$ cat src/include/peripheral_defines.svh
// Peripheral glue constants
// Port addresses, EMS map sizing and bus idle value

`ifndef PERIPHERAL_DEFINES_SVH
`define PERIPHERAL_DEFINES_SVH

// EMS map registers, 260h..263h
`define PORT_EMS_BASE 16'h0260

// Printer data latch
`define PORT_LPT 16'h0378

// Tandy video page register, write only
`define PORT_TANDY_PAGE 16'h03DF

// Tandy NMI mask, A0h..A7h
`define PORT_NMI_MASK_BASE 16'h00A0

// Map entries in the page frame
`define EMS_PAGES 4

// EMS write codes
`define EMS_DISABLE_CODE 8'hFF
`define EMS_MAP_LIMIT 8'h80

// Data bus value when no chipset port answers
`define IDLE_READ_DATA 8'h00

`endif

$ cat src/design/peripheral_pkg.sv
// Peripheral glue types
// CPU-side bus, port selects, EMS map entries and enums

package peripheral_pkg;

    // ISA-style CPU bus, strobes active low
    typedef struct packed {
        logic [19:0] address;
        logic [7:0]  write_data;
        logic        io_read_n;
        logic        io_write_n;
        logic        memory_read_n;
        logic        address_enable_n;
    } io_bus_t;

    // One bit per decoded port group
    typedef struct packed {
        logic ems;
        logic lpt;
        logic tandy_page;
        logic nmi_mask;
    } io_select_t;

    // One EMS map slot
    typedef struct packed {
        logic [6:0] page;
        logic       enable;
    } ems_entry_t;

    // Page frame base segment
    typedef enum logic [1:0] {
        FRAME_A000,
        FRAME_C000,
        FRAME_D000
    } ems_frame_e;

    // Read-back source picked by the mux
    typedef enum logic [1:0] {
        SRC_NONE,
        SRC_EMS,
        SRC_LPT,
        SRC_NMI_MASK
    } read_source_e;

endpackage

$ cat src/design/io_port_decoder.sv
// I/O port decoder
// Turns the CPU bus into a one-hot select for the glue ports

`timescale 1ns/1ps
`include "peripheral_defines.svh"

module io_port_decoder (
    input  peripheral_pkg::io_bus_t    bus_i,
    input  logic                       ems_enabled_i,
    input  logic                       tandy_video_i,
    output peripheral_pkg::io_select_t select_o
);

    logic io_request;
    logic port_access;
    logic ems_match;
    logic lpt_match;
    logic tandy_page_match;
    logic nmi_mask_match;

    assign io_request  = ~bus_i.io_read_n | ~bus_i.io_write_n;
    assign port_access = io_request & ~bus_i.address_enable_n;

    // Four-port block
    assign ems_match = ({bus_i.address[15:2], 2'b00} == `PORT_EMS_BASE);

    // Single ports
    assign lpt_match        = (bus_i.address[15:0] == `PORT_LPT);
    assign tandy_page_match = (bus_i.address[15:0] == `PORT_TANDY_PAGE);

    // Eight-port block
    assign nmi_mask_match = ({bus_i.address[15:3], 3'b000} == `PORT_NMI_MASK_BASE);

    always_comb begin
        select_o = '0;
        if (port_access) begin
            select_o.ems        = ems_match & ems_enabled_i;
            select_o.lpt        = lpt_match;
            select_o.tandy_page = tandy_page_match;
            // Only present on Tandy machines
            select_o.nmi_mask   = nmi_mask_match & tandy_video_i;
        end

        // Port windows never overlap
        a_select_onehot: assert ($onehot0(select_o))
            else $error("io_port_decoder: overlapping selects %b", select_o);
    end

endmodule

$ cat src/design/ems_mapper.sv
// EMS page mapper
// Four map registers written through ports 260h..263h, with
// bank hits for the page frame and read-back of the addressed entry

`timescale 1ns/1ps
`include "peripheral_defines.svh"

module ems_mapper (
    input  logic                       clock,
    input  logic                       reset,
    input  peripheral_pkg::io_bus_t    bus_i,
    input  peripheral_pkg::io_select_t select_i,
    input  peripheral_pkg::ems_frame_e ems_frame_i,
    output logic [`EMS_PAGES-1:0]      bank_hit_o,
    output logic [7:0]                 read_data_o
);
    import peripheral_pkg::*;

    ems_entry_t ems_map [`EMS_PAGES];
    ems_entry_t read_entry;
    ems_entry_t next_entry;
    ems_entry_t write_entry;
    logic [1:0] write_index;
    logic       write_enable;
    logic       io_request;
    logic [3:0] frame_nibble;

    assign io_request = ~bus_i.io_read_n | ~bus_i.io_write_n;
    assign read_entry = ems_map[bus_i.address[1:0]];

    // FFh disables, below 80h maps, anything else keeps the entry
    always_comb begin
        next_entry = read_entry;
        if (bus_i.write_data == `EMS_DISABLE_CODE) begin
            next_entry.enable = 1'b0;
        end else if (bus_i.write_data < `EMS_MAP_LIMIT) begin
            next_entry.page   = bus_i.write_data[6:0];
            next_entry.enable = 1'b1;
        end
    end

    // Write stage
    always_ff @(posedge clock, posedge reset) begin
        if (reset) begin
            write_enable <= 1'b0;
        end else begin
            write_enable <= select_i.ems & ~bus_i.io_write_n;
        end
    end

    always_ff @(posedge clock) begin
        write_index <= bus_i.address[1:0];
        write_entry <= next_entry;
    end

    // Map registers, updated one edge after the write sample
    always_ff @(posedge clock, posedge reset) begin
        if (reset) begin
            for (int i = 0; i < `EMS_PAGES; i++) begin
                ems_map[i] <= '0;
            end
        end else if (write_enable) begin
            ems_map[write_index] <= write_entry;
        end
    end

    assign read_data_o = read_entry.enable ? {1'b0, read_entry.page} : `EMS_DISABLE_CODE;

    // Frame segment high nibble
    always_comb begin
        case (ems_frame_i)
            FRAME_A000: frame_nibble = 4'hA;
            FRAME_C000: frame_nibble = 4'hC;
            FRAME_D000: frame_nibble = 4'hD;
            default:    frame_nibble = 4'hA;
        endcase
    end

    // Each entry owns one 16K window of the 64K frame
    always_comb begin
        for (int n = 0; n < `EMS_PAGES; n++) begin
            bank_hit_o[n] = ~io_request & ems_map[n].enable
                            & (bus_i.address[19:14] == {frame_nibble, 2'(n)});
        end
    end

    a_single_bank_hit: assert property (
        @(posedge clock) disable iff (reset) $onehot0(bank_hit_o)
    ) else $error("ems_mapper: several bank hits %b", bank_hit_o);

endmodule

$ cat src/design/io_latch_bank.sv
// Port latches
// Printer data, Tandy NMI mask and Tandy video page registers

`timescale 1ns/1ps

module io_latch_bank (
    input  logic                       clock,
    input  logic                       reset,
    input  peripheral_pkg::io_bus_t    bus_i,
    input  peripheral_pkg::io_select_t select_i,
    output logic [7:0]                 lpt_data_o,
    output logic [7:0]                 nmi_mask_o,
    output logic [7:0]                 tandy_page_o
);

    logic write_strobe;

    assign write_strobe = ~bus_i.io_write_n;

    // Printer port idles high
    always_ff @(posedge clock, posedge reset) begin
        if (reset) begin
            lpt_data_o <= 8'hFF;
        end else if (select_i.lpt && write_strobe) begin
            lpt_data_o <= bus_i.write_data;
        end
    end

    // NMI masked at power up
    always_ff @(posedge clock, posedge reset) begin
        if (reset) begin
            nmi_mask_o <= 8'hFF;
        end else if (select_i.nmi_mask && write_strobe) begin
            nmi_mask_o <= bus_i.write_data;
        end
    end

    // Page register for the external video block
    always_ff @(posedge clock, posedge reset) begin
        if (reset) begin
            tandy_page_o <= 8'h00;
        end else if (select_i.tandy_page && write_strobe) begin
            tandy_page_o <= bus_i.write_data;
        end
    end

endmodule

$ cat src/design/readback_mux.sv
// Chipset read-back
// Picks the answering port on an I/O read and registers the data bus

`timescale 1ns/1ps
`include "peripheral_defines.svh"

module readback_mux (
    input  logic                       clock,
    input  logic                       reset,
    input  peripheral_pkg::io_bus_t    bus_i,
    input  peripheral_pkg::io_select_t select_i,
    input  logic [7:0]                 ems_data_i,
    input  logic [7:0]                 lpt_data_i,
    input  logic [7:0]                 nmi_mask_i,
    output logic [7:0]                 data_bus_o,
    output logic                       from_chipset_o
);
    import peripheral_pkg::*;

    read_source_e read_source;
    logic [7:0]   read_data;

    // Priority EMS, printer, NMI mask
    always_comb begin
        read_source = SRC_NONE;
        if (~bus_i.io_read_n) begin
            if (select_i.ems) begin
                read_source = SRC_EMS;
            end else if (select_i.lpt) begin
                read_source = SRC_LPT;
            end else if (select_i.nmi_mask) begin
                read_source = SRC_NMI_MASK;
            end
        end
    end

    always_comb begin
        case (read_source)
            SRC_EMS:      read_data = ems_data_i;
            SRC_LPT:      read_data = lpt_data_i;
            SRC_NMI_MASK: read_data = nmi_mask_i;
            default:      read_data = `IDLE_READ_DATA;
        endcase
    end

    always_ff @(posedge clock, posedge reset) begin
        if (reset) begin
            data_bus_o     <= `IDLE_READ_DATA;
            from_chipset_o <= 1'b0;
        end else begin
            data_bus_o     <= read_data;
            from_chipset_o <= (read_source != SRC_NONE);
        end
    end

    // Bus released after any sample nobody claims
    a_idle_release: assert property (
        @(posedge clock) disable iff (reset)
        (read_source == SRC_NONE) |=> (!from_chipset_o && data_bus_o == `IDLE_READ_DATA)
    ) else $error("readback_mux: chipset drove the bus after an idle sample");

endmodule

$ cat src/design/peripheral_glue_top.sv
// Peripheral glue top
// Port decode, EMS mapper, port latches and the chipset read-back bus

`timescale 1ns/1ps
`include "peripheral_defines.svh"

module peripheral_glue_top (
    input  logic                       clock,
    input  logic                       reset,
    input  peripheral_pkg::io_bus_t    bus_i,
    input  logic                       ems_enabled_i,
    input  logic                       tandy_video_i,
    input  peripheral_pkg::ems_frame_e ems_frame_i,
    output logic [`EMS_PAGES-1:0]      ems_bank_hit_o,
    output logic [7:0]                 tandy_page_o,
    output logic [7:0]                 data_bus_o,
    output logic                       from_chipset_o
);
    import peripheral_pkg::*;

    io_select_t port_select;
    logic [7:0] ems_read_data;
    logic [7:0] lpt_data;
    logic [7:0] nmi_mask;

    io_port_decoder u_decoder (
        .bus_i         (bus_i),
        .ems_enabled_i (ems_enabled_i),
        .tandy_video_i (tandy_video_i),
        .select_o      (port_select)
    );

    ems_mapper u_ems_mapper (
        .clock       (clock),
        .reset       (reset),
        .bus_i       (bus_i),
        .select_i    (port_select),
        .ems_frame_i (ems_frame_i),
        .bank_hit_o  (ems_bank_hit_o),
        .read_data_o (ems_read_data)
    );

    io_latch_bank u_latch_bank (
        .clock        (clock),
        .reset        (reset),
        .bus_i        (bus_i),
        .select_i     (port_select),
        .lpt_data_o   (lpt_data),
        .nmi_mask_o   (nmi_mask),
        .tandy_page_o (tandy_page_o)
    );

    readback_mux u_readback (
        .clock          (clock),
        .reset          (reset),
        .bus_i          (bus_i),
        .select_i       (port_select),
        .ems_data_i     (ems_read_data),
        .lpt_data_i     (lpt_data),
        .nmi_mask_i     (nmi_mask),
        .data_bus_o     (data_bus_o),
        .from_chipset_o (from_chipset_o)
    );

endmodule

$ cat config.mk
export PLATFORM = sky130hd
export DESIGN_NAME = peripheral_glue_top
export DESIGN_NICKNAME = d
export VERILOG_FILES = /design/src/design/peripheral_pkg.sv /design/src/design/io_port_decoder.sv /design/src/design/ems_mapper.sv /design/src/design/io_latch_bank.sv /design/src/design/readback_mux.sv /design/src/design/peripheral_glue_top.sv
export VERILOG_INCLUDE_DIRS = /design/src /design/src/include
export SDC_FILE = /design/constraint.sdc
export NUM_CORES = 1
export LEC_CHECK = 0
export BUFFER_PORTS_ARGS = -buffer_cell sky130_fd_sc_hd__buf_2
export CORE_MARGIN = 1.5
export CORE_UTILIZATION = 60
export CTS_CLUSTER_DIAMETER = 30
export DETAILED_ROUTE_END_ITERATION = 8
export PLACE_DENSITY = 0.84
export SLEW_MARGIN = 20
export SYNTH_ARGS = -nofsm -noshare
export SYNTH_HDL_FRONTEND = slang
export SYNTH_HIERARCHICAL = 1
export SYNTH_SLANG_ARGS = --single-unit
$ cat constraint.sdc
create_clock -name clock -period 5.2 [get_ports clock]
set_clock_uncertainty 0.1 [all_clocks]
set_input_delay 1.04 -clock clock [delete_from_list [all_inputs] [get_ports clock]]
set_output_delay 1.04 -clock clock [all_outputs]
set_load 0.02 [all_outputs]
==> run_results.csv <==
group,metric,value,unit
die,core,5540,µm²
clock_network,cts_root_buffer,"clkbuf_8",
clock_network,cts_max_level,3,
die,initial_core_util,62.9,%
final_layout,layout-drive-gt1-share,49.1,%
power,switching_power,235,µW
power,vdd_drop_max,0.000248,V
global_route,grt_usage,25.3,%
die,dieArea,6270,µm²
critical_path,start_kind,"input port",
die,rows,27,
route,wl_per_cell,17.9,µm
timing,maxClockFrequency,271,MHz
global_route,grt_overflow,0,
timing,rsz0062_at_grt,"no",
yosys,syn_avg_cell_area,13.4,µm²
critical_path,cp_max_fo,4,
route,via_per_inst,5.81,
clock_network,cts_setup_buffers,0,
yosys,synth_ff_type,"dfrtp_1",
yosys,synthTopCellsByArea,"dfrtp_1 36%, mux2_2 20%, dfstp_2 12%, dfxtp_1 5.7%, mux4_2 5.2%",
die,fp.dieW,79.2,µm
yosys,synthCells,259,
timing,layout_setup_ws,1500,ps
critical_path,cp_cell_sequence,"buf_2 > inv_1 > ha_1 > or3b_1 > a2111oi_1 > buf_2",
timing,hold_viol,0,
global_route,grt_max_degree,34,
route,vias,2323,
yosys,ys_seq_elements,76,
clock_network,insertion_delay,340,ps
route,drt_pass1_iterations,4,
power,intPower,817,µW
timing,post-route-period-util,71.1,%
min_path,hp-start,"u_latch_bank/tandy_page_o[5]$_DFFE_PP0P_",
global_route,antenna_found_initial,0,
route,drtIter0Drc,166,
power,total_power,1.05,mW
power,p_seq_share,56.9,%
power,clkPwrFrac,37.6,%
timing,post-route-min-period,3700,ps
timing,tightest_slew,882,ps
final_layout,diodes,0,
clock_network,cts_resized,0,
run,cap_violations,0,
timing,whs,403,ps
timing,relSlewSlack,41.2,%
status,outcome,"completed",
yosys,async_flop_share,86.8,%
yosys,syn_area,3480,µm²
global_route,grt_pass1_vias,2321,
route,drc,0,
placement,place.gp.congestion,0.793,
yosys,synth_edf_count,0,
critical_path,cpMostUsedCell,"buf_2",
final_layout,final_core_util,72.4,%
yosys,ys_warn_count,6,
critical_path,critPathLaunch,"ems_frame_i[0]",
critical_path,critPathKind,"input port to output pin",
yosys,ys_types,39,
power,powerDensity,262,nW/µm²
critical_path,cp-end-kind,"output pin",
power,switching_share,22.3,%
clock_network,cts_tree,"done",
yosys,netlist_top_cells_count,"61 x mux2_2, 50 x dfrtp_1, 22 x nand2b_1",
placement,portBuffers,57,
clock_network,postCtsHoldBufs,0,
route,final_antenna_net_count,0,
die,die-height,79.2,µm
critical_path,critPathRequiredTime,4060,ps
power,p_leak,1.98,nW
timing,slew_violations,0,
power,pwr-share-comb,5.5,%
final_layout,syn_to_final_growth,15.2,%
die,io_pins,59,
yosys,synth_top_area_share,35.9,%
yosys,synth.most_common_cell,"mux2_2",
yosys,syn_nets,298,
yosys,synth_top_area_cell,"dfrtp_1",
critical_path,critPathArrivalTime,2560,ps
critical_path,r2r-start,"u_ems_mapper/ems_map[0]$_DFFE_PP0P_",
critical_path,cp_slowest_cell,"or3b_1",
clock_network,clkTransAtPathRegs,70,ps
clock_network,cts_sinks,76,
clock_network,clockBufferDepth,2,
placement,dp_hpwl,5130,µm
route,drt-total-wl,7180,µm
timing,finalSetupViolCount,0,
placement,dp_slack,1510,ps
timing,tns,0,ps
clock_network,numCtsBuffers,9,
yosys,ys_seq_area_share,53.7,%
global_route,grt_pass1_wl,11700,µm
min_path,hold_class,"register to register",
final_layout,finalNetCount,362,
critical_path,critPathMaxStageDelay,440,ps
## registers in the layout (all words and copies together), names as in the netlist
signal,cells
u_latch_bank/tandy_page_o,8
u_ems_mapper/ems_map,32
u_readback/from_chipset_o,1
u_ems_mapper/write_enable,1
u_readback/data_bus_o,8
u_latch_bank/lpt_data_o,8
u_ems_mapper/write_index,2
u_latch_bank/nmi_mask_o,8
u_ems_mapper/write_entry,8
## cells in the final DEF (no fill, tap or decap), drive strengths merged, types with 2 or more instances in the layout
cell	netlist	final
dfxtp	10	10
and2b	2	2
nor3b	2	2
mux4	8	8
a21o	5	5
dfrtp	50	50
a31oi	5	5
dfstp	16	16
mux2	63	63
inv	8	8
nor2b	5	5
nand3	8	8
clkbuf	0	16
nor3	5	5
a2111oi	4	4
nand4	4	4
nand3b	3	3
nor4	4	4
buf	7	60
nand2	10	10
or2	2	2
nand2b	22	22
nand4b	2	2
nor2	3	3
a221oi	3	3
## stage by stage
| step | instance area [µm²] | instances |
|---|---|---|
| floorplan | 3480 | 259 |
| CTS | 4010 | 400 |
| detailed placement | 3830 | 384 |
| finish | 4010 | 400 |
| global placement | 3830 | 384 |
| global route | 4010 | 400 |
## cell type report
type                       instances  area [µm²]
clock buffer                      16         170
tap                               72        90.1
timing repair buffer              60         308
inverter                           8        30.0
fill                             383        1530
sequential                        76        1870
multi-input combinational        168        1540
## layer usage
| metal | GRT usage, % | routed length, µm | vias to the layer above |
|---|---|---|---|
| met5 | 0 | 0 | - |
| met4 | 10.5 | 85 | 0 |
| met3 | 4.37 | 367 | 6 |
| met2 | 38.8 | 3420 | 74 |
| met1 | 36.0 | 3300 | 1169 |
| li1 | - | - | 1074 |
## worst paths after layout
kind / cells after the start / slack [ps] / to
max: 6 / 1500 / ems_bank_hit_o[1]
min: 1 / 400 / u_latch_bank/tandy_page_o[5]$_DFFE_PP0P_
max reg2reg: 5 / 3430 / u_readback/data_bus_o[2]$_DFF_PP0_
min reg2reg: 1 / 400 / u_latch_bank/tandy_page_o[5]$_DFFE_PP0P_
max in group asynchronous: 2 / 3650 / u_latch_bank/tandy_page_o[0]$_DFFE_PP0P_
min in group asynchronous: 2 / 560 / u_readback/data_bus_o[5]$_DFF_PP0_
## critical path, delay by kind of cell
| family | cells | cell delay, ps |
|---|---|---|
| fa+ha+maj | 1 | 300 |
| buf+inv | 3 | 350 |
| simple gates | 1 | 440 |
| compound gates | 1 | 420 |
## power groups by stage
stage / sequential [mW] / combinational (mW) / clock [mW]
5_1_grt: 0.599 / 0.0645 / 0.425
6_report: 0.599 / 0.0576 / 0.396
3_5_place_dp: 0.610 / 0.0575 / 0
3_3_place_gp: 0.610 / 0.0557 / 0
2_1_floorplan: 0.609 / 0.0284 / 0
4_1_cts: 0.599 / 0.0578 / 0.401
## kinds of logic after synthesis
family                     synth area share (%)
and+or+nand+nor                            13.6
DFF                                        53.7
muxes                                      25.5
AOI/OAI and AO/OA                          4.27
buffers and inverters                      2.19
xor gates and xnor gates                  0.251
adders and majority gates                 0.359
(Power assumes the default switching activity.)
